===== src/fv_pkg.sv =====
// shared widths and types; LINE_W must equal FEAT_W * FV_PER_LINE and FV_PER_LINE a power of two
`default_nettype none

package fv_pkg;

    // --------------------
    // widths
    // --------------------
    localparam int FEAT_W      = 16;
    localparam int FV_PER_LINE = 4;
    localparam int LINE_W      = FEAT_W * FV_PER_LINE;
    localparam int ADDR_W      = 8;
    localparam int TAG_W       = 2;
    localparam int MAX_FV      = 16;
    localparam int CNT_W       = $clog2(MAX_FV + 1);

    // features to lines is a right shift
    localparam int LINE_SHIFT  = $clog2(FV_PER_LINE);

    // --------------------
    // scalar types
    // --------------------
    typedef logic [LINE_W-1:0] fv_line_t;
    typedef logic [ADDR_W-1:0] fv_addr_t;
    typedef logic [TAG_W-1:0]  pe_tag_t;
    typedef logic [CNT_W-1:0]  fv_count_t;

    // --------------------
    // bundles
    // --------------------

    // sram port, enables active low
    typedef struct packed {
        logic     cen;
        logic     wen;
        fv_addr_t a;
        fv_line_t d;
    } sram_req_t;

    // registered write beat from the loader
    typedef struct packed {
        logic     sos;
        logic     eos;
        fv_addr_t a;
        fv_line_t data;
    } fv_write_t;

    // head of the read request queue
    typedef struct packed {
        logic     valid;
        fv_addr_t addr;
        pe_tag_t  tag;
    } rd_req_t;

    // one beat towards the edge processing elements
    typedef struct packed {
        logic     valid;
        logic     sos;
        logic     eos;
        pe_tag_t  tag;
        fv_line_t data;
    } pe_beat_t;

    // bank controller states
    typedef enum logic [1:0] {
        IDLE     = 2'd0,
        STREAM   = 2'd1,
        WRITE_FV = 2'd2
    } bank_state_t;

endpackage

`default_nettype wire


===== src/fv_write_loader.sv =====
// host write stream to bank beats; wr_base is taken on the first beat, bursts are never split
`timescale 1ns/1ns
`default_nettype none

module fv_write_loader import fv_pkg::*; (
    input  logic      clk,
    input  logic      reset,
    input  logic      wr_valid,
    input  logic      wr_last,
    input  fv_addr_t  wr_base,
    input  fv_line_t  wr_data,
    output logic      wr_ready,
    input  logic      bank_free,
    output fv_write_t wr_beat
);

    logic     open_q;
    fv_addr_t addr_q;
    fv_addr_t beat_addr;
    logic     xfer;

    // an open burst runs to its last beat regardless of the bank
    assign wr_ready  = open_q || bank_free;
    assign xfer      = wr_valid && wr_ready;
    assign beat_addr = open_q ? addr_q : wr_base;

    always_ff @(posedge clk) begin
        if (reset) begin
            open_q <= 1'b0;
        end else if (xfer) begin
            open_q <= !wr_last;
        end
    end

    // running address for the rest of the burst
    always_ff @(posedge clk) begin
        if (xfer) begin
            addr_q <= beat_addr + fv_addr_t'(1);
        end
    end

    // --------------------
    // beat register
    // --------------------

    // without a new beat the flags drop but address and data hold,
    // so a gap inside a burst only rewrites the last line with itself
    always_ff @(posedge clk) begin
        if (reset) begin
            wr_beat.sos <= 1'b0;
            wr_beat.eos <= 1'b0;
        end else if (xfer) begin
            wr_beat <= '{sos: !open_q, eos: wr_last, a: beat_addr, data: wr_data};
        end else begin
            wr_beat.sos <= 1'b0;
            wr_beat.eos <= 1'b0;
        end
    end

endmodule

`default_nettype wire


===== config.mk =====
export PLATFORM = sky130hd
export DESIGN_NAME = fv_write_loader
export DESIGN_NICKNAME = d
export VERILOG_FILES = /design/src/fv_pkg.sv /design/src/fv_write_loader.sv
export SDC_FILE = /design/constraint.sdc
export NUM_CORES = 1
export LEC_CHECK = 0
export ABC_CLOCK_PERIOD_IN_PS = 7000
export BUFFER_PORTS_ARGS = -buffer_cell sky130_fd_sc_hd__buf_2
export CAP_MARGIN = 0
export CORE_ASPECT_RATIO = 0.8
export CORE_MARGIN = 2
export CORE_UTILIZATION = 40
export CTS_BUF_LIST = sky130_fd_sc_hd__clkbuf_16
export DETAILED_ROUTE_END_ITERATION = 10
export GPL_ROUTABILITY_DRIVEN = 0
export MAX_ROUTING_LAYER = met4
export PLACE_DENSITY = 0.74
export SLEW_MARGIN = 15
export SYNTH_ARGS = -nofsm -noshare
export SYNTH_HDL_FRONTEND = slang
export SYNTH_SLANG_ARGS = --single-unit

===== constraint.sdc =====
create_clock -name clk -period 7 [get_ports clk]
set_input_delay 1.05 -clock clk [delete_from_list [all_inputs] [get_ports clk]]
set_output_delay 1.05 -clock clk [all_outputs]
set_load 0.05 [all_outputs]

==> results of run 1 <==
## metal layers
layer	share of wire, %	up-vias	track usage (%)	routed length [um]
met1	39	806	17.33	2253
met5	0	-	-	0
met2	50	86	24.90	2908
met4	1.0	0	4.110	59
met3	10	7	6.567	585
li1	-	820	-	-
## sequential cells by signal, indices dropped and copies added, names as in the netlist
name and flops:
open_q 1, addr_q 8, wr_beat 74
## layout make-up
class | count | area share (%)
Timing Repair Buffer | 152 | 18.81
Tap cell | 87 | 2.683
Sequential cell | 83 | 60.68
Clock inverter | 7 | 2.991
Inverter | 5 | 0.4625
Clock buffer | 9 | 5.550
Multi-Input combinational cell | 35 | 8.819
## per-stage QoR
stage          util, %  area (sq um)  hold slack (ps)  std cells  setup slack, ps
3_5_place_dp     53.59          3711            577.3        362             4289
4_1_cts          58.59          4058            594.6        378             4229
6_report         58.59          4058            594.1        378             4256
3_3_place_gp     53.59          3711            573.5        362             4317
2_1_floorplan        -          2865            553.2        125            40.87
5_1_grt          58.59          4058            625.2        378             4112
## cell usage after synthesis, types with 2 or more instances
library cell / instances
mux2_2: 5
mux2i_1: 3
inv_1: 5
nor3b_1: 2
xor2_1: 2
nand2_1: 3
nand3_1: 2
dfxtp_1: 3
nand4b_4: 2
edfxtp_1: 80
nand4_4: 2
xnor2_1: 3
## worst max-delay path: stages, from the launching register on
cell     delay [ps]
dfxtp_1         800
nor2_1          220
inv_1            90
buf_2           260
## power groups by stage
stage               Clock (uW)  Sequential [uW]  Combinational, uW
finish                     537              577                113
global route               569              579                120
CTS                        551              577                114
detailed placement           0              588                114
global placement             0              587                112
floorplan                    0              638               25.6
## cells by family (layout without fill, tap and decap cells)
logic type      Yosys count  count (layout)
fa+ha+maj                 1               1
buf+inv                   7             173
mux                       8               8
flops                    83              83
simple gates             16              16
compound gates            5               5
xor+xnor                  5               5
## worst max-delay path by stage
stage | from | end | slack, ps | cells past startpoint
2_1_floorplan | bank_free | wr_beat[0] | 40 | 2
3_3_place_gp | bank_free | wr_ready | 4320 | 4
3_5_place_dp | bank_free | wr_ready | 4290 | 4
4_1_cts | open_q | wr_ready | 4230 | 3
5_1_grt | open_q | wr_ready | 4110 | 3
6_report | open_q | wr_ready | 4260 | 3
==> summary.md, run 1 <==
| Metric | Value |
|---|---|
| Post-synth top flop | `edfxtp_1` |
| Antenna fix cells | `0` |
| Final Setup Violations | `0` |
| Synth Area in Compound Gates | `about 1.7%` |
| Layout cells sized above 1 | `62.20%` |
| Mapped Avg Cell Area | `~23 sq um` |
| Slew headroom | `40.94%` |
| Static Leak | `0.001688 uW` |
| Synth warnings | `0` |
| Die area | `between 7000 and 8000 sq um` |
| Hold Path Cell Cnt | `1` |
| Least-Margin Pin Slew | `886.0 ps` |
| Largest net degree at the start of global routing | `73` |
| Top achievable clock speed | `between 300 and 400 MHz` |
| Synth Area in XOR/XNOR | `around 1.5%` |
| Adder-cell share of the synthesized area | `less than 1%` |
| Critical path class | `reg -> out` |
| CTS tree | `built` |
| Peak VDD IR | `0.0001624 V` |
| RSZ-0062 raised after global routing | `false` |
| Yosys top cell area share | `a little over four fifths` |
| Worst R2R Setup Slack | `approximately 4700 ps` |
| Setup_tns | `0 ps` |
| Post-CTS Setup Bufs | `0` |
| Critical Path RT | `5950 ps` |
| Gate power share | `under 10%` |
| R2R Path Start | `open_q` |
| CP Max Fanout | `17` |
| Clk pwr share | `a little over two fifths` |
| CTS buffer count | `9` |
| Outcome | `completed` |
| Port Buf Inserts | `around 150` |
| DRC violations left | `0` |
| Clk sinks | `a little over 80` |
| Clock slew at reported path FFs | `~60 ps` |
| Clock Path Buffers | `2` |
| Pwr Total | `1226 uW` |
| Fin crit period | `about 2700 ps` |
| Die Wd | `98.63 um` |
| Register bit total from synthesis | `83` |
| Hold Path Sink | `wr_beat[71]` |
| FF/Latch Area | `between 2000 and 2500 sq um` |
| Reg2Reg Depth | `3` |
| Sequential share of power | `47.0%` |
| Die Y | `between 70 and 80 um` |
| Clock Skew | `between 7 and 8 ps` |
| Mapped Nets | `203` |
| Sw Pwr | `roughly 270 uW` |
| CTS root buf | `clkbuf_16` |
| Resized cells post-CTS | `0` |
| First-pass GRT wire length | `roughly 8600 um` |
| Final hold vios | `0` |
| Clk_lat worst skew | `between 300 and 400 ps` |
| Filler cells | `between 500 and 600` |
| Antenna viol nets, final | `0` |
| Mapped Cells | `around 130` |
| Most frequent cells in the layout | `buf_2 (151), edfxtp_1 (80), clkbuf_16 (9)` |
| Cell Rows | `27` |
| Pins Over Slew Limit | `0` |
| Largest family of logic cells by synthesized area | `simple AND/OR/NAND/NOR gates` |
| Area leader, netlist | `edfxtp_1` |
| Pwr Density | `between 300 and 400 nW/um^2` |
| Core Footprint | `6925 sq um` |
| Max-cap violations | `0` |
| Initial antenna violation count | `0` |
| Ys async rst share | `0%` |
| Vias | `between 1500 and 2000` |
| Yosys cell types | `25` |
| HP Start | `addr_q[7]` |
| Per-cell routed wire length | `roughly 15 um` |
| Cell Int Power | `between 900 and 1000 uW` |
| I/O pins | `~150` |
| 1st-iter DRT viols | `49` |
| Synthesized area | `approximately 2900 sq um` |
| Synthesis-to-finish area growth | `41.62%` |
| Reg2reg end | `wr_beat[68]` |
| Sequential-to-total area share from yosys stat | `about 86%` |
| H-tree depth | `3` |
| Vias in the first global route | `~1700` |
| Vias/cell | `approximately 4.5` |
| GRT Total Usage | `between 10% and 20%` |
| First drt pass iteration count | `4` |
| Nature of the critical path endpoint | `output port` |
| Most common cell after layout, fill and taps aside | `buf_2` |
| GRT overflow | `0` |
| Drt total wl | `5806 um` |
| Nets | `364` |
| Initial Util | `41.37%` |
| Synth Area in Simple Gates | `5.633%` |
| Post-synthesis mux area share | `approximately 3%` |
| Critical Path AT | `1690 ps` |
| Nature of the critical path startpoint | `register` |
| Hold Crit Class | `reg -> reg` |
| Multi-input gate area | `357.8 sq um` |
| Detailed Place HPWL | `approximately 4300 um` |
| Hold-fix buffers, CTS | `0` |
| Sw frac | `22.29%` |
| Synth top area cells | `edfxtp_1 (84%), dfxtp_1 (2.1%), mux2_2 (2.0%), nand4b_4 (1.7%), nand4_4 (1.5%)` |
| Number of flops mapped to enable cells by yosys | `80` |
| Crit share post-route | `39.19%` |
(Power assumes the default switching activity.)
==> run 2, diff against run 1 <==
--- a/config.mk
+++ b/config.mk
@@ -5,17 +5,17 @@
 export SDC_FILE = /design/constraint.sdc
 export NUM_CORES = 1
 export LEC_CHECK = 0
-export ABC_CLOCK_PERIOD_IN_PS = 7000
+export ABC_CLOCK_PERIOD_IN_PS = 2600
 export BUFFER_PORTS_ARGS = -buffer_cell sky130_fd_sc_hd__buf_2
 export CAP_MARGIN = 0
 export CORE_ASPECT_RATIO = 0.8
 export CORE_MARGIN = 2
-export CORE_UTILIZATION = 40
+export CORE_UTILIZATION = 44
 export CTS_BUF_LIST = sky130_fd_sc_hd__clkbuf_16
 export DETAILED_ROUTE_END_ITERATION = 10
 export GPL_ROUTABILITY_DRIVEN = 0
 export MAX_ROUTING_LAYER = met4
-export PLACE_DENSITY = 0.74
+export PLACE_DENSITY = 0.78
 export SLEW_MARGIN = 15
 export SYNTH_ARGS = -nofsm -noshare
 export SYNTH_HDL_FRONTEND = slang
==> constraint.sdc (replaced) <==
create_clock -name clk -period 2.6 [get_ports clk]
set_input_delay 0.39 -clock clk [delete_from_list [all_inputs] [get_ports clk]]
set_output_delay 0.39 -clock clk [all_outputs]
set_load 0.05 [all_outputs]
==> summary.md, run 2 (synthesis results as in run 1) <==
| Metric | Value |
|---|---|
| Outcome | `completed` |
| Hold Crit Class | `in -> reg` |
| Critical Path RT | `around 2700 ps` |
| Critical path class | `reg -> reg` |
| Cell Int Power | `2275 uW` |
| Per-cell routed wire length | `around 15 um` |
| Fin crit period | `approximately 1800 ps` |
| Reg2reg end | `addr_q[6]` |
| Clk pwr share | `38.1%` |
| Layout cells sized above 1 | `about 63%` |
| Initial antenna violation count | `0` |
| Pins Over Slew Limit | `0` |
| Clock slew at reported path FFs | `around 60 ps` |
| Sequential share of power | `51.6%` |
| CP Launch Point | `open_q` |
| Crit share post-route | `between 60% and 70%` |
| Gate power share | `between 10% and 20%` |
| Vias in the first global route | `between 1500 and 2000` |
| Antenna viol nets, final | `0` |
| Nature of the critical path endpoint | `register` |
| Die Wd | `approximately 94 um` |
| Resized cells post-CTS | `0` |
| CTS tree | `built` |
| Hold-fix buffers, CTS | `0` |
| Worst setup path end | `addr_q[6]` |
| R2R Path Start | `open_q` |
| Final WS setup | `about 850 ps` |
| Vias | `around 1700` |
| Post-CTS Setup Bufs | `0` |
| GRT Total Usage | `17.14%` |
| GRT overflow | `0` |
| Slew headroom | `about half` |
| Vias/cell | `about 4.6` |
| Nature of the critical path startpoint | `register` |
| Pwr Total | `3009 uW` |
| Peak VDD IR | `~0.00036 V` |
| Clock Path Buffers | `2` |
| Final hold vios | `0` |
| Least-Margin Pin Slew | `around 780 ps` |
| Worst R2R Setup Slack | `about 850 ps` |
| HP Start | `wr_data[11]` |
| 1st-iter DRT viols | `between 80 and 90` |
| CTS root buf | `clkbuf_16` |
| Port Buf Inserts | `around 150` |
| Die area | `~7200 sq um` |
| Sw Pwr | `around 730 uW` |
| Dpl ws | `around 830 ps` |
| Max-cap violations | `0` |
| I/O pins | `about 150` |
| Synthesis-to-finish area growth | `40.31%` |
| CP Max Fanout | `17` |
| Placed inst area | `3742 sq um` |
| Pwr Density | `between 700 and 800 nW/um^2` |
| Core Footprint | `approximately 6300 sq um` |
| Top achievable clock speed | `between 500 and 600 MHz` |
| First-pass GRT wire length | `between 8000 and 9000 um` |
| Most frequent cells in the layout | `buf_2 (151), edfxtp_1 (80), clkbuf_16 (9)` |
| Static Leak | `approximately 0.0017 uW` |
| Clock Skew | `roughly 1.6 ps` |
| CTS buffer count | `9` |
| Sw frac | `between 20% and 30%` |
| Critical Path AT | `~1800 ps` |
| Clk_lat worst skew | `around 320 ps` |
| Cell Rows | `26` |
| Biggest regs | `wr_beat (74), addr_q (8), open_q (1)` |
| Final Hold Slack | `about 240 ps` |
| Detailed Place HPWL | `4388 um` |
| Die Y | `76.18 um` |
| Final core occ | `63.37%` |
| DRC violations left | `0` |
| Filler cells | `~500` |
| RSZ-0062 raised after global routing | `false` |
| H-tree depth | `3` |
| Post-route cell area | `between 4000 and 5000 sq um` |
| Antenna fix cells | `0` |
| Drt total wl | `between 5000 and 6000 um` |
| First drt pass iteration count | `4` |
| Most common cell after layout, fill and taps aside | `buf_2` |
| Reg2Reg Depth | `5` |
| Top reg by flops | `wr_beat` |
| Initial Util | `~45%` |
| Largest net degree at the start of global routing | `between 50 and 60` |
| Max reg flops | `between 70 and 80` |
| Clk sinks | `a little over 80` |
| Final Setup Violations | `0` |
| Nets | `~370` |
## run 2: per-stage QoR
stage | cells | setup TNS (ps)
global placement | 360 | 0
floorplan | 125 | -22300
CTS | 376 | 0
finish | 376 | 0
global route | 376 | 0
detailed placement | 360 | 0
## run 2: metal layers
layer	up-vias	GRT usage [%]	wire length (um)
met1	797	20.31	2251
met2	93	27.71	2935
met5	-	-	0
li1	817	-	-
met3	8	5.737	553
met4	0	5.652	70
## run 2: power groups by stage
stage	clock (uW)	sequential, uW	combinational, uW
global placement	0	1580	306
finish	1150	1550	311
CTS	1180	1550	314
detailed placement	0	1580	313
floorplan	0	1710	71.8
global route	1250	1560	331
## run 2: critical path, cell delays in order, from the launching register on
cell and delay, ps:
dfxtp_2 600, mux2_2 400, ha_1 230, inv_1 80
a211oi_2 50, xnor2_1 130
## run 2: final cells by class
class                   instances  area, sq um  area share, %
clock inverters                 7        52.55          1.307
multi-input cells              35        371.6          9.244
inverters                       5        18.77         0.4669
clock buffers                   9        225.2          5.602
well taps                      84        105.1          2.614
repair buffers                153        783.3          19.48
flip-flops and latches         83         2464          61.28
## run 2: how the worst min path moves through the flow
| stage | to | slack [ps] | depth (start not counted) |
|---|---|---|---|
| after floorplan | open_q | 460 | 1 |
| after global placement | wr_beat[1] | 570 | 1 |
| after detailed placement | wr_beat[34] | 570 | 1 |
| after CTS | wr_beat[40] | 230 | 1 |
| after global routing | wr_beat[8] | 220 | 1 |
| final | wr_beat[11] | 240 | 1 |
