File: src/fv_pkg.sv
// shared widths and types; LINE_W must equal FEAT_W * FV_PER_LINE and FV_PER_LINE a power of two
`default_nettype none

package fv_pkg;

    // --------------------
    // widths
    // --------------------
    localparam int FEAT_W      = 16;
    localparam int FV_PER_LINE = 4;
    localparam int LINE_W      = FEAT_W * FV_PER_LINE;
    localparam int ADDR_W      = 8;
    localparam int TAG_W       = 2;
    localparam int MAX_FV      = 16;
    localparam int CNT_W       = $clog2(MAX_FV + 1);

    // features to lines is a right shift
    localparam int LINE_SHIFT  = $clog2(FV_PER_LINE);

    // --------------------
    // scalar types
    // --------------------
    typedef logic [LINE_W-1:0] fv_line_t;
    typedef logic [ADDR_W-1:0] fv_addr_t;
    typedef logic [TAG_W-1:0]  pe_tag_t;
    typedef logic [CNT_W-1:0]  fv_count_t;

    // --------------------
    // bundles
    // --------------------

    // sram port, enables active low
    typedef struct packed {
        logic     cen;
        logic     wen;
        fv_addr_t a;
        fv_line_t d;
    } sram_req_t;

    // registered write beat from the loader
    typedef struct packed {
        logic     sos;
        logic     eos;
        fv_addr_t a;
        fv_line_t data;
    } fv_write_t;

    // head of the read request queue
    typedef struct packed {
        logic     valid;
        fv_addr_t addr;
        pe_tag_t  tag;
    } rd_req_t;

    // one beat towards the edge processing elements
    typedef struct packed {
        logic     valid;
        logic     sos;
        logic     eos;
        pe_tag_t  tag;
        fv_line_t data;
    } pe_beat_t;

    // bank controller states
    typedef enum logic [1:0] {
        IDLE     = 2'd0,
        STREAM   = 2'd1,
        WRITE_FV = 2'd2
    } bank_state_t;

endpackage

`default_nettype wire

File: src/fv_read_queue.sv
// small circular FIFO of read requests; a push and a pop may share a cycle, no bypass when empty
`timescale 1ns/1ns
`default_nettype none

module fv_read_queue import fv_pkg::*; #(
    parameter int QUEUE_DEPTH = 4
) (
    input  logic     clk,
    input  logic     reset,
    input  logic     req_valid,
    input  fv_addr_t req_addr,
    input  pe_tag_t  req_tag,
    output logic     req_ready,
    output rd_req_t  head,
    input  logic     rd_accept
);

    localparam int PTR_W = (QUEUE_DEPTH > 1) ? $clog2(QUEUE_DEPTH) : 1;
    localparam int QCNT_W = $clog2(QUEUE_DEPTH + 1);

    fv_addr_t addr_mem [QUEUE_DEPTH];
    pe_tag_t  tag_mem  [QUEUE_DEPTH];

    logic [PTR_W-1:0]  wr_ptr;
    logic [PTR_W-1:0]  rd_ptr;
    logic [QCNT_W-1:0] count;
    logic              push;
    logic              pop;

    function automatic logic [PTR_W-1:0] next_ptr(input logic [PTR_W-1:0] p);
        return (p == PTR_W'(QUEUE_DEPTH - 1)) ? '0 : p + PTR_W'(1);
    endfunction

    assign req_ready = (count != QCNT_W'(QUEUE_DEPTH));
    assign push      = req_valid && req_ready;
    assign pop       = rd_accept;

    assign head.valid = (count != '0);
    assign head.addr  = addr_mem[rd_ptr];
    assign head.tag   = tag_mem[rd_ptr];

    // --------------------
    // pointers and count
    // --------------------
    always_ff @(posedge clk) begin
        if (reset) begin
            wr_ptr <= '0;
            rd_ptr <= '0;
            count  <= '0;
        end else begin
            if (push) begin
                wr_ptr <= next_ptr(wr_ptr);
            end
            if (pop) begin
                rd_ptr <= next_ptr(rd_ptr);
            end
            case ({push, pop})
                2'b10:   count <= count + QCNT_W'(1);
                2'b01:   count <= count - QCNT_W'(1);
                default: count <= count;
            endcase
        end
    end

    always_ff @(posedge clk) begin
        if (push) begin
            addr_mem[wr_ptr] <= req_addr;
            tag_mem[wr_ptr]  <= req_tag;
        end
    end

    // --------------------
    // checks
    // --------------------

    // controller only takes the head when one is there
    a_no_pop_empty: assert property (
        @(posedge clk) disable iff (reset) rd_accept |-> (count != '0)
    );

    // occupancy never runs past the storage
    a_no_push_full: assert property (
        @(posedge clk) disable iff (reset)
        (count == QCNT_W'(QUEUE_DEPTH)) && !rd_accept |=> (count == QCNT_W'(QUEUE_DEPTH))
    );

endmodule

`default_nettype wire

File: config.mk
export PLATFORM = sky130hd
export DESIGN_NAME = fv_read_queue
export DESIGN_NICKNAME = d
export VERILOG_FILES = /design/src/fv_pkg.sv /design/src/fv_read_queue.sv
export SDC_FILE = /design/constraint.sdc
export NUM_CORES = 1
export LEC_CHECK = 0
export BUFFER_PORTS_ARGS = -buffer_cell sky130_fd_sc_hd__clkbuf_2
export CAP_MARGIN = 30
export CORE_MARGIN = 4
export CORE_UTILIZATION = 50
export CTS_CLUSTER_DIAMETER = 150
export DETAILED_ROUTE_END_ITERATION = 12
export PLACE_DENSITY = 0.71
export RECOVER_POWER = 25
export SKIP_CTS_REPAIR_TIMING = 1
export SYNTH_ARGS = -nofsm -noshare
export SYNTH_HDL_FRONTEND = slang
export SYNTH_SLANG_ARGS = --single-unit
File: constraint.sdc
create_clock -name clk -period 2.6 [get_ports clk]
set_input_delay 0.13 -clock clk [delete_from_list [all_inputs] [get_ports clk]]
set_output_delay 0.13 -clock clk [all_outputs]
set_load 0.01 [all_outputs]
==> reports/results.tsv, run 1 <==
stage	metric	value	unit
run_status	status	finished clean	
critical_path	Critical Path RT	2.83	ns
placement	# port buffers	25	
logic_synthesis	Mapped Nets	124	
cells_and_area	final non-filler cell total	180	
global_route	grt total ovfl	0	
clock_network	TritonCTS buffer count	5	
timing	Final Hold Fails	0	
logic_synthesis	largest family of logic cells by synthesized area	multiplexers	
placement	DP Worst Slack	0.319	ns
logic_synthesis	mapped cell area	0.00192	mm^2
logic_synthesis	ys flop type	edfxtp_1	
critical_path	Startpoint Class	flip-flop	
critical_path	CP top delay family	simple AND/OR/NAND/NOR gates	
critical_path	critical setup path kind	reg -> reg	
logic_synthesis	Mapped Avg Cell Area	18.6	um^2
critical_path	CP max stage cell	or3b_1	
flow_run	max cap viols	0	
logic_synthesis	Compound-Gate Fraction of Synth Area	2.48	%
logic_synthesis	flop and latch count out of synthesis	49	
cells_and_area	FF+latch area	0.00138	mm^2
routing	Post-DRT Antenna Nets	0	
global_route	vias in the first global route	1006	
timing	Period Utilization, post-route	88.0	%
die	width of the die	69.9	um
cells_and_area	fill count	302	
logic_synthesis	Post-synth ARST share	0	%
routing	DRT iter0 DRCs	69	
timing	setup TNS	0	ns
logic_synthesis	Post-synth top cells	edfxtp_1 (40), mux4_2 (10), dfxtp_1 (9)	
critical_path	critical-path cell list	or3b_1 > nand2_1 > ha_1 > inv_1 > fa_1 > xor2_1 > or3_1 > a21oi_1	
clock_network	Clock Sink Count	49	
logic_synthesis	Synth Area in Adders	4.96	%
global_route	Global Route Usage Sum	13.0	%
cells_and_area	ant diodes	0	
cells_and_area	Post-Layout Inst Area	0.00216	mm^2
placement	dpl cells	172	
critical_path	CP peak stage delay	0.47	ns
logic_synthesis	Cells after Synth	103	
timing	Tightest Pin Transition	0.654	ns
timing	Max Slew Vio Count	0	
logic_synthesis	share of the synthesized area in the top cell type	62.6	%
global_route	antenna violations before repair	0	
critical_path	sum of buffers and inverters on the critical path	1	
clock_network	clk buf depth	2	
clock_network	CTS tree	built	
cells_and_area	Nets	152	
clock_network	Reg clk slew, reported paths	0.09	ns
routing	# DRC	0	
clock_network	clk_lat worst skew	0.30	ns
placement	gpl congestion	0.777	
die	Starting Density	52.0	%
critical_path	Critical Path Fanout Max	8	
clock_network	Root Buffer	clkbuf_8	
timing	Max Freq	0.437	GHz
placement	placed instance area	0.00208	mm^2
die	Core Region	0.00369	mm^2
logic_synthesis	largest cells by area after synthesis	edfxtp_1 (63%), mux4_2 (12%), dfxtp_1 (9.4%), ha_1 (3.9%), and3_2 (1.6%)	
pwr	worst vdd ir	0.530	mV
pwr	Leak Pwr	0.000755	uW
logic_synthesis	Ys Warns	0	
timing	final worst slack	0.311	ns
logic_synthesis	Synth cell types	23	
timing	Slew Limit Headroom	56.3	%
global_route	first-pass GRT wire length	4730	um
cells_and_area	Multi-input gate area	490	um^2
cells_and_area	share of cells above drive strength 1	30.3	%
routing	Wirelength per Cell	15.9	um
critical_path	Worst setup EP type	flip-flop	
timing	Clock Skews	0.00504	ns
routing	Post-Route WL	2870	um
timing	RSZ-0062 raised after global routing	false	
pwr	pwr dens	738	mW/mm^2
global_route	pin count of the biggest net entering global routing	17	
logic_synthesis	sequential area share after synthesis	72.0	%
cells_and_area	area growth from synthesis to layout	12.7	%
routing	via count	955	
die	die area	0.00489	mm^2
logic_synthesis	number of synthesized flops with an enable pin	40	
timing	setup violators final	0	
logic_synthesis	Synth Area in XOR/XNOR	0.913	%
routing	Avg Vias per Cell	5.31	
die	Ports	26	
die	Std-Cell Rows	22	
min_path	type of the worst min-delay path	in -> reg	
logic_synthesis	most numerous cell in the Yosys netlist	edfxtp_1	
logic_synthesis	largest area contributor in the netlist	edfxtp_1	
die	Die Y	69.9	um
routing	drt pass-1 iters	4	
critical_path	critical path data arrival time	2.52	ns
timing	Final min period	2.29	ns
logic_synthesis	post-synthesis simple-gate area fraction	4.96	%
clock_network	H-tree depth	2	
logic_synthesis	mux share of post-synthesis cell area	12.3	%
## path summary, 6_finish.rpt
check	from	endpoint	slack (ns)	depth (start not counted)
setup / recovery	count[2]$_SDFFE_PP0P_	count[2]$_SDFFE_PP0P_	0.31	8
hold / removal	req_addr[0]	addr_mem[0][0]$_DFFE_PP_	0.05	1
setup reg to reg	count[2]$_SDFFE_PP0P_	count[2]$_SDFFE_PP0P_	0.31	8
hold reg to reg	count[2]$_SDFFE_PP0P_	count[2]$_SDFFE_PP0P_	0.52	2
## cells by family after synthesis
kind of cell | after synthesis
AOI/OAI and AO/OA | 8
and+or+nand+nor | 16
DFF | 49
muxes | 11
buffers and inverters | 10
adders and majority gates | 7
xor gates and xnor gates | 2
## through the flow
step / utilization, % / hold WS [ns] / total power [uW]
after floorplan: - / 0.229 / 1110
after global placement: 56.4 / 0.343 / 1180
after detailed placement: 56.4 / 0.355 / 1190
after CTS: 58.9 / 0.0380 / 1620
after global routing: 58.6 / 0.0566 / 1670
final: 58.6 / 0.0503 / 1600
## state kept, by name, indices dropped and copies added, names as in the netlist, named ones only
| signal | cells |
|---|---|
| wr_ptr | 2 |
| rd_ptr | 2 |
| addr_mem | 32 |
| tag_mem | 8 |
| count | 3 |
## per-layer routing
metal	part of all wire, %	vias up	GRT usage [%]
li1	-	453	-
met1	38	474	14.2
met2	55	24	22.7
met3	5.8	4	3.60
met4	0.94	0	7.02
met5	0	-	0
## report_power, final
group | switching, uW | internal (uW)
clock network | 245 | 189
registers | 32.4 | 912
logic | 115 | 102
## cell type report
type	count	share of cell area, %
timing repair buffer	25	5.33
sequential	49	63.9
tap	48	2.78
inverter	6	1.04
clock buffer	5	3.18
multi-input combinational	44	22.7
clock inverter	3	1.04
## placed cells by master, fill, tap and decap left out, types with 3 or more instances in the layout
cell        count
clkbuf_1        8
clkbuf_8        5
o21ai_0         3
dfxtp_1         9
and3_2          4
inv_1           6
nor2_1          5
clkbuf_2       17
ha_1            6
clkinvlp_4      3
mux4_2         10
a21oi_1         3
edfxtp_1       40
(Power assumes the default switching activity.)
==> run 2: changes to the inputs <==
--- a/config.mk
+++ b/config.mk
@@ -5,6 +5,7 @@
 export SDC_FILE = /design/constraint.sdc
 export NUM_CORES = 1
 export LEC_CHECK = 0
+export ABC_AREA = 1
 export BUFFER_PORTS_ARGS = -buffer_cell sky130_fd_sc_hd__clkbuf_2
 export CAP_MARGIN = 30
 export CORE_MARGIN = 4
@@ -14,6 +15,7 @@
 export PLACE_DENSITY = 0.71
 export RECOVER_POWER = 25
 export SKIP_CTS_REPAIR_TIMING = 1
+export SLEW_MARGIN = 0
 export SYNTH_ARGS = -nofsm -noshare
 export SYNTH_HDL_FRONTEND = slang
 export SYNTH_SLANG_ARGS = --single-unit
==> reports/results.tsv, run 2 <==
stage	metric	value	unit	change
run_status	status	finished clean		
die	Starting Density	52.6	%	+0.57 points
global_route	pin count of the biggest net entering global routing	22		+5
timing	Clock Skews	0.00670	ns	+0.00165 ns
cells_and_area	register bank with the most flops	addr_mem		
cells_and_area	Largest regs	addr_mem x32, tag_mem x8, count x3		
critical_path	reg-to-reg slack, setup	0.81	ns	+0.50 ns
logic_synthesis	post-synthesis simple-gate area fraction	10.4	%	+5.5 points
global_route	Global Route Usage Sum	14.8	%	+1.8 points
critical_path	CP max stage cell	inv_1		
global_route	grt total ovfl	0		unchanged
logic_synthesis	Cells after Synth	162		+57%
clock_network	Root Buffer	clkbuf_8		
die	Ports	26		unchanged
cells_and_area	ant diodes	0		unchanged
timing	Max Freq	0.537	GHz	+23%
logic_synthesis	share of the synthesized area in the top cell type	61.0	%	-1.6 points
logic_synthesis	Post-synth top cells	edfxtp_1 (40), nor2_1 (30), o21ai_0 (23)		
global_route	antenna violations before repair	0		unchanged
logic_synthesis	Post-synth ARST share	0	%	unchanged
clock_network	H-tree depth	2		unchanged
critical_path	Crit Reg-Reg Endpoint	count[2]$_SDFFE_PP0P_		
global_route	first-pass GRT wire length	5660	um	+20%
logic_synthesis	Mapped Avg Cell Area	12.1	um^2	-35%
clock_network	clk_lat worst skew	0.29	ns	about the same
placement	post-DP HPWL	2360	um	
placement	placed instance area	0.00217	mm^2	+4.2%
cells_and_area	commonest non-fill, non-tap cells in the layout	edfxtp_1 (40), nor2_1 (30), o21ai_0 (23)		
min_path	Worst Hold Launch	reset		
routing	Post-DRT Antenna Nets	0		unchanged
logic_synthesis	Synth cell types	19		-17%
logic_synthesis	most numerous cell in the Yosys netlist	edfxtp_1		
critical_path	Reg-to-Reg Start	count[1]$_SDFFE_PP0P_		
routing	Post-Route WL	3410	um	+19%
logic_synthesis	Ys Warns	0		unchanged
routing	Avg Vias per Cell	5.23		-1.5%
logic_synthesis	mux share of post-synthesis cell area	0	%	-12 points
timing	final worst slack	0.739	ns	+0.428 ns
timing	setup TNS	0	ns	unchanged
global_route	vias in the first global route	1289		+28%
logic_synthesis	largest area contributor in the netlist	edfxtp_1		
routing	Wirelength per Cell	14.0	um	-12%
die	width of the die	70.7	um	+1.2%
routing	DRT iter0 DRCs	56		-19%
critical_path	FF-to-FF path depth	11		+3
critical_path	CP peak stage delay	0.44	ns	-0.03 ns
timing	Max Slew Vio Count	0		unchanged
die	Die Y	70.7	um	+1.2%
cells_and_area	area growth from synthesis to layout	14.0	%	
timing	RSZ-0062 raised after global routing	false		
critical_path	Critical Path RT	2.47	ns	-0.36 ns
timing	Final min period	1.86	ns	-0.428 ns
pwr	Leak Pwr	0.000862	uW	+14%
clock_network	TritonCTS buffer count	5		unchanged
logic_synthesis	flop and latch count out of synthesis	49		unchanged
placement	# port buffers	25		unchanged
placement	DP Worst Slack	0.855	ns	+0.536 ns
logic_synthesis	Mapped Nets	183		+48%
cells_and_area	Nets	215		+41%
routing	via count	1270		+33%
logic_synthesis	largest cells by area after synthesis	edfxtp_1 (61%), dfxtp_1 (9.2%), o21ai_0 (5.8%), nor2_1 (5.7%), ha_1 (3.8%)		
logic_synthesis	ys flop type	edfxtp_1		
logic_synthesis	sequential area share after synthesis	70.2	%	-1.8 points
min_path	Hold Path Depth	2		+1
logic_synthesis	mapped cell area	0.00197	mm^2	+2.6%
cells_and_area	Post-Layout Inst Area	0.00224	mm^2	+3.8%
clock_network	Clock Sink Count	49		unchanged
pwr	pwr dens	703	mW/mm^2	-4.7%
clock_network	clk buf depth	2		unchanged
critical_path	Critical Path Fanout Max	21		+13
cells_and_area	share of cells above drive strength 1	18.5	%	-12 points
die	Core Region	0.00374	mm^2	+1.5%
routing	drt pass-1 iters	4		unchanged
die	Std-Cell Rows	22		unchanged
logic_synthesis	Synth Area in Adders	4.83	%	-0.13 points
logic_synthesis	number of synthesized flops with an enable pin	40		unchanged
routing	# DRC	0		unchanged
critical_path	critical-path cell list	buf_4 > inv_1 > o21ai_0 > o22ai_1 > clkbuf_2		
min_path	type of the worst min-delay path	in -> reg		
pwr	worst vdd ir	0.375	mV	-29%
logic_synthesis	Compound-Gate Fraction of Synth Area	10.0	%	+7.6 points
critical_path	CP Depth	5		-3
critical_path	sum of buffers and inverters on the critical path	3		+2
placement	gpl congestion	0.727		-6.5%
logic_synthesis	largest family of logic cells by synthesized area	simple AND/OR/NAND/NOR gates		
timing	Slew Limit Headroom	62.8	%	+6.5 points
timing	Tightest Pin Transition	0.557	ns	-0.0973 ns
timing	Period Utilization, post-route	71.6	%	-16 points
flow_run	max cap viols	0		unchanged
timing	Final Hold Fails	0		unchanged
cells_and_area	commonest non-fill, non-tap cell in the layout	edfxtp_1		
cells_and_area	number of flip-flops under the largest register name	32		unchanged
die	die area	0.00500	mm^2	+2.3%
timing	setup violators final	0		unchanged
logic_synthesis	Synth Area in XOR/XNOR	0	%	-0.91 points
critical_path	critical setup path kind	reg -> out		
clock_network	CTS tree	built		
clock_network	Reg clk slew, reported paths	0.09	ns	about the same
critical_path	critical path data arrival time	1.73	ns	-0.79 ns
critical_path	Startpoint Class	flip-flop		
critical_path	CP top delay family	buffers and inverters		
critical_path	Worst setup EP type	output pin		
[run 2: where the power goes]
part	internal, uW	switching (uW)
sequential	904	22.6
clock	186	232
combinational	85.2	148
total	1180	403
[run 2: layout make-up]
| cell class | count | area, um^2 |
|---|---|---|
| fill | 314 | 1500 |
| sequential | 49 | 1380 |
| multi-input combinational | 91 | 498 |
| timing repair buffer | 30 | 154 |
| clock buffer | 5 | 68.8 |
| inverter | 17 | 63.8 |
| tap | 48 | 60.1 |
| clock inverter | 3 | 17.5 |
[run 2: cell families after synthesis]
logic type                 after synthesis
AOI/OAI and AO/OA                       37
adders and majority gates                7
buffers and inverters                   22
DFF                                     49
and+or+nand+nor                         47
[run 2: worst max-delay path by stage]
stage                                from                    end  slack [ns]
finish                          flip-flop                head[6]        0.74
global route                    flip-flop                head[3]        0.55
CTS                             flip-flop                head[6]        0.72
detailed placement  count[1]$_SDFFE_PP0P_  count[2]$_SDFFE_PP0P_        0.86
global placement    count[1]$_SDFFE_PP0P_  count[2]$_SDFFE_PP0P_        0.96
floorplan           count[1]$_SDFFE_PP0P_  count[2]$_SDFFE_PP0P_        0.98
[run 2: metal layers]
metal	vias to the layer above	global-route usage, %	share of wire [%]
li1	623	-	-
met1	610	16.4	39
met2	31	27.3	54
met3	6	3.27	5.4
met4	0	5.64	1.3
met5	-	0	0
[run 2: through the flow]
stage	instances	power [uW]	utilization (%)	hold slack, ns
after global routing	243	1660	59.9	0.0271
after floorplan	162	1090	-	0.211
after detailed placement	235	1180	57.9	0.320
after CTS	243	1600	60.2	0.00105
final	243	1580	59.9	0.00828
after global placement	235	1170	57.9	0.317
