[config.mk]
export PLATFORM = sky130hd
export DESIGN_NAME = fv_bank_ctrl
export DESIGN_NICKNAME = d
export VERILOG_FILES = /design/src/fv_pkg.sv /design/src/fv_bank_ctrl.sv
export SDC_FILE = /design/constraint.sdc
export NUM_CORES = 1
export LEC_CHECK = 0
export BUFFER_PORTS_ARGS = -buffer_cell sky130_fd_sc_hd__buf_2
export CORE_AREA = 2 2 117 119
export CTS_BUF_LIST = sky130_fd_sc_hd__clkbuf_4 sky130_fd_sc_hd__clkbuf_8 sky130_fd_sc_hd__clkbuf_16
export DETAILED_ROUTE_END_ITERATION = 10
export DIE_AREA = 0 0 119 121
export PLACE_DENSITY_LB_ADDON = 0.12
export SYNTH_ARGS = -nofsm -noshare
export SYNTH_HDL_FRONTEND = slang
export SYNTH_SLANG_ARGS = --single-unit
[constraint.sdc]
create_clock -name clk -period 2.9 [get_ports clk]
set_input_delay 0.435 -clock clk [delete_from_list [all_inputs] [get_ports clk]]
set_output_delay 0.435 -clock clk [all_outputs]
set_load 0.01 [all_outputs]
[src/fv_pkg.sv]
// shared widths and types; LINE_W must equal FEAT_W * FV_PER_LINE and FV_PER_LINE a power of two
`default_nettype none

package fv_pkg;

    // --------------------
    // widths
    // --------------------
    localparam int FEAT_W      = 16;
    localparam int FV_PER_LINE = 4;
    localparam int LINE_W      = FEAT_W * FV_PER_LINE;
    localparam int ADDR_W      = 8;
    localparam int TAG_W       = 2;
    localparam int MAX_FV      = 16;
    localparam int CNT_W       = $clog2(MAX_FV + 1);

    // features to lines is a right shift
    localparam int LINE_SHIFT  = $clog2(FV_PER_LINE);

    // --------------------
    // scalar types
    // --------------------
    typedef logic [LINE_W-1:0] fv_line_t;
    typedef logic [ADDR_W-1:0] fv_addr_t;
    typedef logic [TAG_W-1:0]  pe_tag_t;
    typedef logic [CNT_W-1:0]  fv_count_t;

    // --------------------
    // bundles
    // --------------------

    // sram port, enables active low
    typedef struct packed {
        logic     cen;
        logic     wen;
        fv_addr_t a;
        fv_line_t d;
    } sram_req_t;

    // registered write beat from the loader
    typedef struct packed {
        logic     sos;
        logic     eos;
        fv_addr_t a;
        fv_line_t data;
    } fv_write_t;

    // head of the read request queue
    typedef struct packed {
        logic     valid;
        fv_addr_t addr;
        pe_tag_t  tag;
    } rd_req_t;

    // one beat towards the edge processing elements
    typedef struct packed {
        logic     valid;
        logic     sos;
        logic     eos;
        pe_tag_t  tag;
        fv_line_t data;
    } pe_beat_t;

    // bank controller states
    typedef enum logic [1:0] {
        IDLE     = 2'd0,
        STREAM   = 2'd1,
        WRITE_FV = 2'd2
    } bank_state_t;

endpackage

`default_nettype wire

[src/fv_bank_ctrl.sv]
// bank scheduler; num_fv must be 1..MAX_FV and held during a read, PE side never stalls
`timescale 1ns/1ns
`default_nettype none

module fv_bank_ctrl import fv_pkg::*; (
    input  logic      clk,
    input  logic      reset,
    input  fv_count_t num_fv,
    input  fv_write_t wr_beat,
    input  rd_req_t   head,
    input  fv_line_t  sram_rdata,
    output logic      rd_accept,
    output logic      bank_free,
    output sram_req_t sram,
    output pe_beat_t  pe_out,
    output logic      busy
);

    bank_state_t state;
    bank_state_t nx_state;
    fv_count_t   cnt;
    fv_count_t   nx_cnt;
    fv_count_t   num_lines;
    fv_addr_t    rd_addr;
    fv_addr_t    nx_rd_addr;
    pe_tag_t     tag_q;
    pe_tag_t     nx_tag;
    pe_beat_t    nx_beat;
    logic        last_line;

    // ceil(num_fv / FV_PER_LINE)
    assign num_lines = (num_fv + fv_count_t'(FV_PER_LINE - 1)) >> LINE_SHIFT;
    assign last_line = (cnt + fv_count_t'(1)) >= num_lines;

    // a read taken this cycle closes the bank to new bursts
    assign bank_free = (state == WRITE_FV) || ((state == IDLE) && !rd_accept);

    // --------------------
    // registers
    // --------------------
    always_ff @(posedge clk) begin
        if (reset) begin
            state  <= IDLE;
            cnt    <= '0;
            pe_out <= '0;
        end else begin
            state  <= nx_state;
            cnt    <= nx_cnt;
            pe_out <= nx_beat;
        end
    end

    always_ff @(posedge clk) begin
        rd_addr <= nx_rd_addr;
        tag_q   <= nx_tag;
    end

    // --------------------
    // next state
    // --------------------
    always_comb begin
        nx_state   = state;
        nx_cnt     = cnt;
        nx_rd_addr = rd_addr;
        nx_tag     = tag_q;
        nx_beat    = '0;
        rd_accept  = 1'b0;
        busy       = 1'b0;
        sram.cen   = 1'b1;
        sram.wen   = 1'b1;
        sram.a     = wr_beat.a;
        sram.d     = wr_beat.data;
        case (state)
            IDLE: begin
                if (wr_beat.sos) begin
                    sram.cen = 1'b0;
                    sram.wen = 1'b0;
                    // single-beat burst is done here
                    if (!wr_beat.eos) begin
                        nx_state = WRITE_FV;
                    end
                end else if (head.valid) begin
                    rd_accept  = 1'b1;
                    sram.cen   = 1'b0;
                    sram.a     = head.addr;
                    nx_rd_addr = head.addr;
                    nx_tag     = head.tag;
                    nx_cnt     = '0;
                    nx_state   = STREAM;
                end
            end
            WRITE_FV: begin
                sram.cen = 1'b0;
                sram.wen = 1'b0;
                if (wr_beat.eos) begin
                    nx_state = IDLE;
                end
            end
            STREAM: begin
                // line cnt is on sram_rdata now
                nx_beat.valid = 1'b1;
                nx_beat.sos   = (cnt == '0);
                nx_beat.eos   = last_line;
                nx_beat.tag   = tag_q;
                nx_beat.data  = sram_rdata;
                if (last_line) begin
                    nx_state = IDLE;
                end else begin
                    busy       = 1'b1;
                    sram.cen   = 1'b0;
                    sram.a     = rd_addr + fv_addr_t'(1);
                    nx_rd_addr = rd_addr + fv_addr_t'(1);
                    nx_cnt     = cnt + fv_count_t'(1);
                end
            end
            default: nx_state = IDLE;
        endcase
    end

    // --------------------
    // checks
    // --------------------

    // beats of one stream are back to back and keep the tag
    a_tag_stable: assert property (
        @(posedge clk) disable iff (reset)
        pe_out.valid && !pe_out.eos |=> pe_out.valid && (pe_out.tag == $past(pe_out.tag))
    );

    // loader holds bursts off while a stream owns the bank
    a_no_sos_in_stream: assert property (
        @(posedge clk) disable iff (reset) (state == STREAM) |-> !wr_beat.sos
    );

endmodule

`default_nettype wire

==> flow_results.org, run 1 <==
** Clock network
- Root buffer cell :: clkbuf_16
- CTS Buf Count :: 9
- Clock latency on the worst-skew pair, taken at its later pin, is ~0.34 ns.
- Maximum count of clock buffers along a single path :: 2
- After clock tree synthesis, the clock-pin slew on the worst setup and hold paths is 0.07 ns.
- Number of clock sinks :: 86
- In this run the number of H-tree levels came out at 3.
- TritonCTS built the clock tree.
- Number of buffers added to fix hold violations after cts :: 0

** STA
- Setup repair after global routing could not meet its margin everywhere.
- The count of endpoints failing hold in the final timing report came to 0.
- The count of pins over their slew limit came to 0.
- Max-slew headroom :: 0.673
- Crit path time final :: roughly 2.8 ns
- Setup violations remaining at the end of the flow were counted as 0.
- Tightest Pin Transition :: 0.490 ns
- Max frequency :: between 0.3 and 0.4 GHz
- Across all setup checks in the final design, the least slack found is 0.0739 ns.
- Dividing the final minimum period by the clock period gives 0.975.
- For the final database, setup skew stands at 0.00797 ns.
- Final Hold Slack :: 0.275 ns

** Power
- In this run the static leakage power is 2.22 nW.
- Power Internal :: around 2.1 mW
- Overall power after layout :: 2.76 mW
- The share of total power dissipated in combinational logic is 0.125.
- For this design the ratio of total power to cell area is about 600 nW/µm².
- Net switching component of the power :: 668 µW
- Power share of the sequential group :: 0.461
- Fraction of power spent switching nets :: 0.242
- Of the total power, the clock network draws 0.414.
- VDD sags by at most 207 µV.

** Routing
- Routed via count divided by cell count :: roughly 4.2
- Initial DRC count :: 99
- Via count :: 2,669
- Met3 Routed Length :: between 1000 and 1500 µm
- Detailed routing placed a total of 5520 µm of wire on met2.
- Detailed Routing Iterations Pass 1 :: 4
- Routed length on met1 :: approximately 3200 µm
- Top routing layer used :: met4
- Summed over all layers, the routed wires come to 10,200 µm.
- Average routed wire per standard cell :: 16.0 µm
- Post-route antenna net violation count :: 0
- Residual DRC :: 0

** Setup path
- Cell family with the largest share of critical-path delay :: simple AND/OR/NAND/NOR gates
- Critical path class :: flip-flop to output pin
- At the worst endpoint, the arrival time is 2.39 ns.
- In this run the critical register-to-register path is captured at rd_addr[4]$_DFFE_PP_.
- Critical path endpoint :: sram[65]
- Number of stages on the worst setup path :: 9
- Counting cells, the worst reg-to-reg path comes to 10.
- STA puts the critical path data required time at 2.47 ns.
- Setup slack on the worst reg-to-reg path comes out at 0.63 ns.
- STA classifies the critical path endpoint as an output pin.
- Counting both buffers and inverters, the worst setup path holds a total of 1.
- Critical-path maximum fanout :: 7
- The startpoint identified for the worst register-to-register timing path is cnt[0]$_SDFFE_PP0P_.
- Library cell appearing most often on the critical path :: ha_4
- Tracing the worst setup path back leads to its startpoint at cnt[0]$_SDFFE_PP0P_.
- Biggest cell delay along the critical path :: 0.46 ns
- The slowest stage of the critical path belongs to the cell or3_4.
- Walking the worst path, the cells encountered are ha_4 -> or2b_1 -> nand2_2 -> ha_4 -> o21ai_4 -> o21bai_4 -> or3_4 -> o221ai_2 -> buf_2.
- Sort of element at the start of the critical path :: flip-flop

** Outcome
- The flow ran to the end, and the final reports show no timing, DRC or antenna violations.

** Placed design
- During placement, the flow inserted port buffers numbering approximately 170.
- Once detailed placement completed, the half-perimeter wirelength came to 8000 µm.
- After detailed placement, the design holds a cell count of 620.
- Final weighted congestion in routability-driven placement :: 0.731
- Worst slack, placed :: about 0.050 ns
- The placed instances occupy a cell area of 4190 µm².

** Logic synthesis
- Cell type contributing the most total cell area after synthesis :: dfxtp_1
- Counting flops with an async set or reset pin after synthesis yields a share of 0.
- The share of synthesized area in the top cell type comes to 0.426.
- The mapped netlist covers 3570 µm².
- Counting flops with a built-in enable in the synthesized netlist gives 10.
- Synthesis warning total :: 0
- By area the synthesized netlist is led by dfxtp_1, buf_4, and2_1.
- Count of mapped cells out of synthesis :: 342
- Yosys mapped the design onto 40 distinct sky130hd cell types.
- Mapped Avg Cell Area :: around 10 µm²
- Synthesis inferred 86 register bits.
- Dominant synthesized flop cell :: dfxtp_1
- Most used standard cells in the synthesized netlist :: dfxtp_1, and2_1, buf_4
- Yosys instantiated no cell more often than dfxtp_1.
- The number of nets handed over by synthesis was 504.
- Part of the Yosys area used for sequential elements :: 0.511

** Global routing
- Across every metal layer, demand over resource in global routing totals 0.137.
- Number of antenna violations at the first check in global routing :: 0
- The via count of the first global-routing pass is around 2,500.
- Overflow left after global routing :: 0
- Entering global routing, the biggest net connects between 70 and 80 pins.
- The first global-routing pass estimated between 10,000 and 15,000 µm of wire.

** Layout
- Proportion of layout cells with a drive suffix above 1 :: 0.484
- The repair_antennas step left the layout with diodes totalling 0.
- After the last flow step, the layout net total stands at 621.
- Final cell count without fillers :: ~640
- Compared with the post-synthesis result, the final layout area differs by 29.2%.
- Final Cell Area :: 4610 µm²

** Floorplan
- Measured along the x axis, the die boundary spans 119 µm.
- Initial cell density of the core :: 0.273
- The die covers 14,400 µm².
- In this run the standard cell core region covers 13,100 µm².
- The floorplan has 42 rows.
- During I/O placement, the number of pins put on the boundary was 302.
- Die span in y :: around 120 µm

** Flow run
- Reported max-cap violation count :: 0

** Min path
- Type of the worst min-delay path :: input pin to flip-flop
sequential cells by signal, indices dropped and copies added (netlist names):
name,count
cnt,5
pe_out,69
rd_addr,8
state,2
tag_q,2
per-layer routing:
metal  up-vias  GRT usage
met5         -          0
met4         0     0.0521
met3        16     0.0883
met2       180      0.252
met1      1188      0.119
li1       1285          -
kinds of logic (layout without fill, tap and decap cells):
family                   after synthesis  in the layout  synth area share
XOR/XNOR                               9              9            0.0221
flip-flops                            86             86             0.511
adder cells (fa/ha/maj)                6              6            0.0210
AO/OA/AOI/OAI                         34             34            0.0838
AND/OR/NAND/NOR                      117            118             0.196
buffers and inverters                 90            210             0.167
cells in the final DEF (no fill, tap or decap), types with 2 or more instances in the layout:
cell       count
nand2b_1       2
buf_2        173
xor2_1         5
edfxtp_1      10
nor3b_1        3
ha_1           2
and2_1        66
inv_2          2
o311ai_0       2
o221ai_2       8
nor2_1         5
buf_12         2
nand3_1        4
xnor2_1        4
ha_4           4
o21ai_0        9
or2b_1         2
or3_4          2
a21oi_1        3
nand2_1       19
a211oi_1       2
inv_1         12
or4_1          2
dfxtp_1       74
nor3_1         4
o21a_1         3
buf_4          6
clkbuf_16      9
stage by stage:
| stage | TNS (ns) | utilization |
|---|---|---|
| global placement | 0 | 0.320 |
| global route | -0.0805 | 0.352 |
| detailed placement | 0 | 0.320 |
| finish | 0 | 0.352 |
| CTS | 0 | 0.347 |
| floorplan | 0 | - |
worst register-to-register path: cells and delay by family (launching register included):
family / cells / cell delay, ns
buffers and inverters: 3 / 0.52
adder cells (fa/ha/maj): 2 / 0.37
AO/OA/AOI/OAI: 3 / 0.37
flip-flops: 1 / 0.38
AND/OR/NAND/NOR: 2 / 0.33
power groups by stage:
| stage | sequential, mW | clock, mW | combinational (mW) |
|---|---|---|---|
| floorplan | 1.31 | 0 | 0.242 |
| global placement | 1.30 | 0 | 0.315 |
| CTS | 1.27 | 1.20 | 0.335 |
| detailed placement | 1.30 | 0 | 0.318 |
| finish | 1.27 | 1.14 | 0.346 |
| global route | 1.28 | 1.25 | 0.383 |
worst min-delay path by stage:
stage	slack (ns)	cells after the start	start	to
floorplan	0.42	1	tag_q[0]$_DFFE_PP_	pe_out[64]$_SDFF_PP0_
global placement	0.42	1	tag_q[1]$_DFFE_PP_	pe_out[65]$_SDFF_PP0_
detailed placement	0.43	1	tag_q[0]$_DFFE_PP_	pe_out[64]$_SDFF_PP0_
CTS	0.25	1	head[1]	tag_q[1]$_DFFE_PP_
global route	0.25	1	head[1]	tag_q[1]$_DFFE_PP_
finish	0.27	1	head[1]	tag_q[1]$_DFFE_PP_
layout make-up:
cell class / count / area (µm²)
Fill cell: 1386 / 8470
Sequential cell: 86 / 1830
Multi-Input combinational cell: 167 / 1270
Timing Repair Buffer: 181 / 951
Clock buffer: 9 / 225
Tap cell: 176 / 220
Clock inverter: 6 / 70.1
Inverter: 14 / 52.6
timing repair:
item / in CTS / in global routing
hold endpoints to repair: 0 / 0
cloned: 1 / 0
buffers inserted: 2 / 1
setup endpoints to repair: 10 / 8
pin swaps: 5 / 7
gates resized for setup: 10 / 9
Note: power is estimated with default switching activity, not from simulation.
==> run 2, diff against run 1 <==
--- a/config.mk
+++ b/config.mk
@@ -5,12 +5,14 @@
 export SDC_FILE = /design/constraint.sdc
 export NUM_CORES = 1
 export LEC_CHECK = 0
+export ABC_CLOCK_PERIOD_IN_PS = 2900
 export BUFFER_PORTS_ARGS = -buffer_cell sky130_fd_sc_hd__buf_2
 export CORE_AREA = 2 2 117 119
 export CTS_BUF_LIST = sky130_fd_sc_hd__clkbuf_4 sky130_fd_sc_hd__clkbuf_8 sky130_fd_sc_hd__clkbuf_16
 export DETAILED_ROUTE_END_ITERATION = 10
 export DIE_AREA = 0 0 119 121
 export PLACE_DENSITY_LB_ADDON = 0.12
+export SLEW_MARGIN = 5
 export SYNTH_ARGS = -nofsm -noshare
 export SYNTH_HDL_FRONTEND = slang
 export SYNTH_SLANG_ARGS = --single-unit
==> constraint.sdc (replaced) <==
create_clock -name clk -period 2.9 [get_ports clk]
set_input_delay 0.725 -clock clk [delete_from_list [all_inputs] [get_ports clk]]
set_output_delay 0.725 -clock clk [all_outputs]
set_load 0.01 [all_outputs]
==> run 2 against run 1 <==
  * The flow now finishes with violations (setup timing)
  * Clock skew is 0.0030 ns lower
  * Sequential share of layout area is 0.76 points lower
  * Clock-buffer cell count is 3 higher
  * Critical path depth stayed put
  * Sequential power hardly changed
  * Total power is 0.31% higher
  * First-iteration DRC count is 2.0% lower
  * Combinational power is 6.1% higher
  * Worst setup slack worse by 0.49 ns
  * Critical endpoint unchanged
==> flow_results.org, run 2 (synthesis results as in run 1) <==
** Routing
- Detailed Routing Iterations Pass 1 :: 4
- Residual DRC :: 0
- The first routing iteration left 97 violations.
- Dividing the detail-routed via count by the number of cells gives 4.10.
- Dividing the detail-routed wire length by the instance count gives 15.1 µm.
- The final route contains ~2,600 vias.
- The detail route stage leaves a number of antenna-violating nets equal to 0.
- WL final :: 9700 µm

** STA
- Unrepaired setup endpoints after global routing :: yes
- The count of pins over their slew limit is 0.
- The count of endpoints failing hold in the final timing report was 0.
- Final number of setup-violating endpoints :: 10
- Dividing the final minimum period by the clock period gives 1.14.
- Setup slack on the critical path of the routed design comes to -0.414 ns.
- Max-slew headroom :: 0.621
- Static timing analysis puts the maximum clock frequency at between 0.3 and 0.4 GHz.
- Crit path time final :: 3.31 ns
- For the final database, setup skew stands at between 0.005 and 0.006 ns.
- At the pin with the least slew margin, the transition time is ~0.57 ns.

** Flow run
- Reported max-cap violation count :: 0

** Floorplan
- Row count :: 42
- Die span in y :: between 100 and 150 µm
- Die span in x :: between 100 and 150 µm
- For this configuration, the core starts out at a cell density of 0.273.
- In this run the standard cell core region covers 13,100 µm².
- 302 I/O pins were placed.
- Die Area :: 14,400 µm²

** Placed design
- Port Buf Inserts :: 173
- Total half-perimeter wirelength after legalization and detailed placement :: 7490 µm
- Cell total after placement :: 625
- The congestion estimate from routability-driven global placement came to around 0.72.

** Power
- Total power density per cell area :: 591 nW/µm²
- In this run the static leakage power is about 2.3 nW.
- Overall power after layout :: 2.77 mW
- Across the VDD grid, the largest voltage drop is 224 µV.

** Setup path
- Critical path class :: input pin to output pin
- Crit path max-delay cell type :: or3_4
- In this run the critical register-to-register path is launched from cnt[0]$_SDFFE_PP0P_.
- The worst setup path is launched from an input pin.
- Critical path capture point type :: output pin
- Data on the critical path arrives at its endpoint at approximately 2.6 ns.
- In this design, the largest share of critical-path delay is due to compound AO/OA/AOI/OAI gates.
- In this run the worst path has a maximum fanout of 7.
- The critical path contains buffers and inverters numbering 2 combined.
- Setup slack on the worst reg-to-reg path comes out at 0.67 ns.
- Data required time of the critical path :: 2.17 ns
- The critical path goes through buf_6 -> o21a_4 -> xnor2_4 -> ha_4 -> o21ai_4 -> o21bai_4 -> or3_4 -> o221ai_2 -> buf_2.
- Biggest cell delay along the critical path :: 0.46 ns
- Worst R2R Path Depth :: 9
- The worst register-to-register path ends at cnt[0]$_SDFFE_PP0P_.

** Clock network
- CTS built an H-tree with a depth of 3.
- CTS placed an instance of clkbuf_16 at the clock tree root.
- The number of clock buffers added by TritonCTS is 9.
- Clock latency on the worst-skew pair :: 0.34 ns
- Number of buffers added to fix hold violations after cts :: 0
- Number of clock sinks :: 86
- CTS tree :: yes
- After clock tree synthesis, the clock-pin slew on the worst setup and hold paths is 0.06 ns.
- Maximum count of clock buffers along a single path :: 2

** Min path
- Number of cells traversed by the worst hold path :: 1
- Startpoint of the worst hold path :: tag_q[0]$_DFFE_PP_
- Worst Hold Path EP :: pe_out[64]$_SDFF_PP0_
- The min-delay analysis places its worst path in the category flip-flop to flip-flop.

** Global routing
- For this run the aggregate overflow at the end of global routing stands at 0.
- Maximum number of pins on one net before global-route repair :: 44
- Global-route total usage across every layer :: 0.132
- Via count of the first global-routing pass :: 2,576
- The first global-routing pass estimated 14,300 µm of wire.
- The initial antenna violation count is 0.

** Layout
- Top register by number of flip-flops :: pe_out
- The top cell types in the final layout, fill and taps aside, are buf_2, dfxtp_1, and2_1.
- Largest register FFs :: 69
- Top Registers :: pe_out x69, rd_addr x8, cnt x5
- Commonest non-fill, non-tap cell in the layout :: buf_2
- Compared with the post-synthesis result, the final layout area differs by 31.5%.
- Final cell count without fillers :: roughly 640
- Proportion of layout cells with a drive suffix above 1 :: 0.493
- The filler cells instantiated in the layout total 1,334.
- In the final design database the tool counted 624 nets.
- 0 antenna diodes ended up in the layout.

** Outcome
- Status :: finished with violations
- Violations in the final reports :: setup timing
-- run 2: changes by cell type in the layout (fill, tap and decap cells not counted), sizes merged --
cell | before | now
bufinv | 1 | 0
clkbuf | 9 | 12
buf | 181 | 184
clkinv | 2 | 1
-- run 2: where the power goes --
part	internal (mW)	leakage [nW]	total (mW)	switching [mW]
Sequential	1.25	0.710	1.27	0.0215
Combinational	0.185	1.41	0.367	0.182
Clock	0.654	0.150	1.13	0.478
Total	2.09	2.27	2.77	0.681
-- run 2: routing by layer --
| layer | part of all wire | GRT usage | routed length, µm |
|---|---|---|---|
| met3 | 0.11 | 0.0573 | 1070 |
| met4 | 0.035 | 0.0826 | 340 |
| met2 | 0.51 | 0.226 | 4910 |
| met1 | 0.35 | 0.132 | 3380 |
| met5 | 0 | 0 | 0 |
-- run 2: worst reg2reg max path: stages, from the launching register on --
cell      delay, ns
dfxtp_2        0.35
ha_1           0.24
or2b_1         0.24
nand2_1        0.06
ha_1           0.25
o21ai_4        0.09
o21bai_4       0.13
buf_4          0.16
or4_1          0.50
a21oi_1        0.14
-- run 2: layout make-up --
cell class | instances | area [µm²] | area share
sequential | 86 | 1820 | 0.389
multi-input combinational | 167 | 1300 | 0.278
timing repair buffer | 184 | 1000 | 0.213
clock buffer | 12 | 267 | 0.0568
tap | 176 | 220 | 0.0469
inverter | 14 | 52.6 | 0.0112
clock inverter | 4 | 26.3 | 0.00560
-- run 2: worst max path at each step --
stage | start | to | cells past startpoint
5_1_grt | num_fv[1] | sram[65] | 9
3_3_place_gp | num_fv[1] | sram[64] | 9
6_report | num_fv[1] | sram[65] | 9
3_5_place_dp | num_fv[1] | sram[65] | 9
4_1_cts | num_fv[1] | sram[64] | 9
2_1_floorplan | num_fv[1] | sram[64] | 8
-- run 2: metrics by stage --
step,worst slack [ns],util,hold slack (ns),area (µm²),TNS (ns)
detailed placement,-0.462,0.325,0.427,4250,-4.12
global placement,-0.433,0.325,0.426,4250,-3.87
CTS,-0.453,0.350,0.446,4580,-3.69
global route,-0.492,0.359,0.470,4690,-4.41
floorplan,-0.160,-,0.420,3620,-1.37
finish,-0.414,0.359,0.441,4690,-3.57
-- run 2: repair_timing --
item	CTS	global route
pin swaps	4	7
gates resized for setup	7	16
setup buffers	0	1
cloned	1	0
setup endpoints to repair	10	10
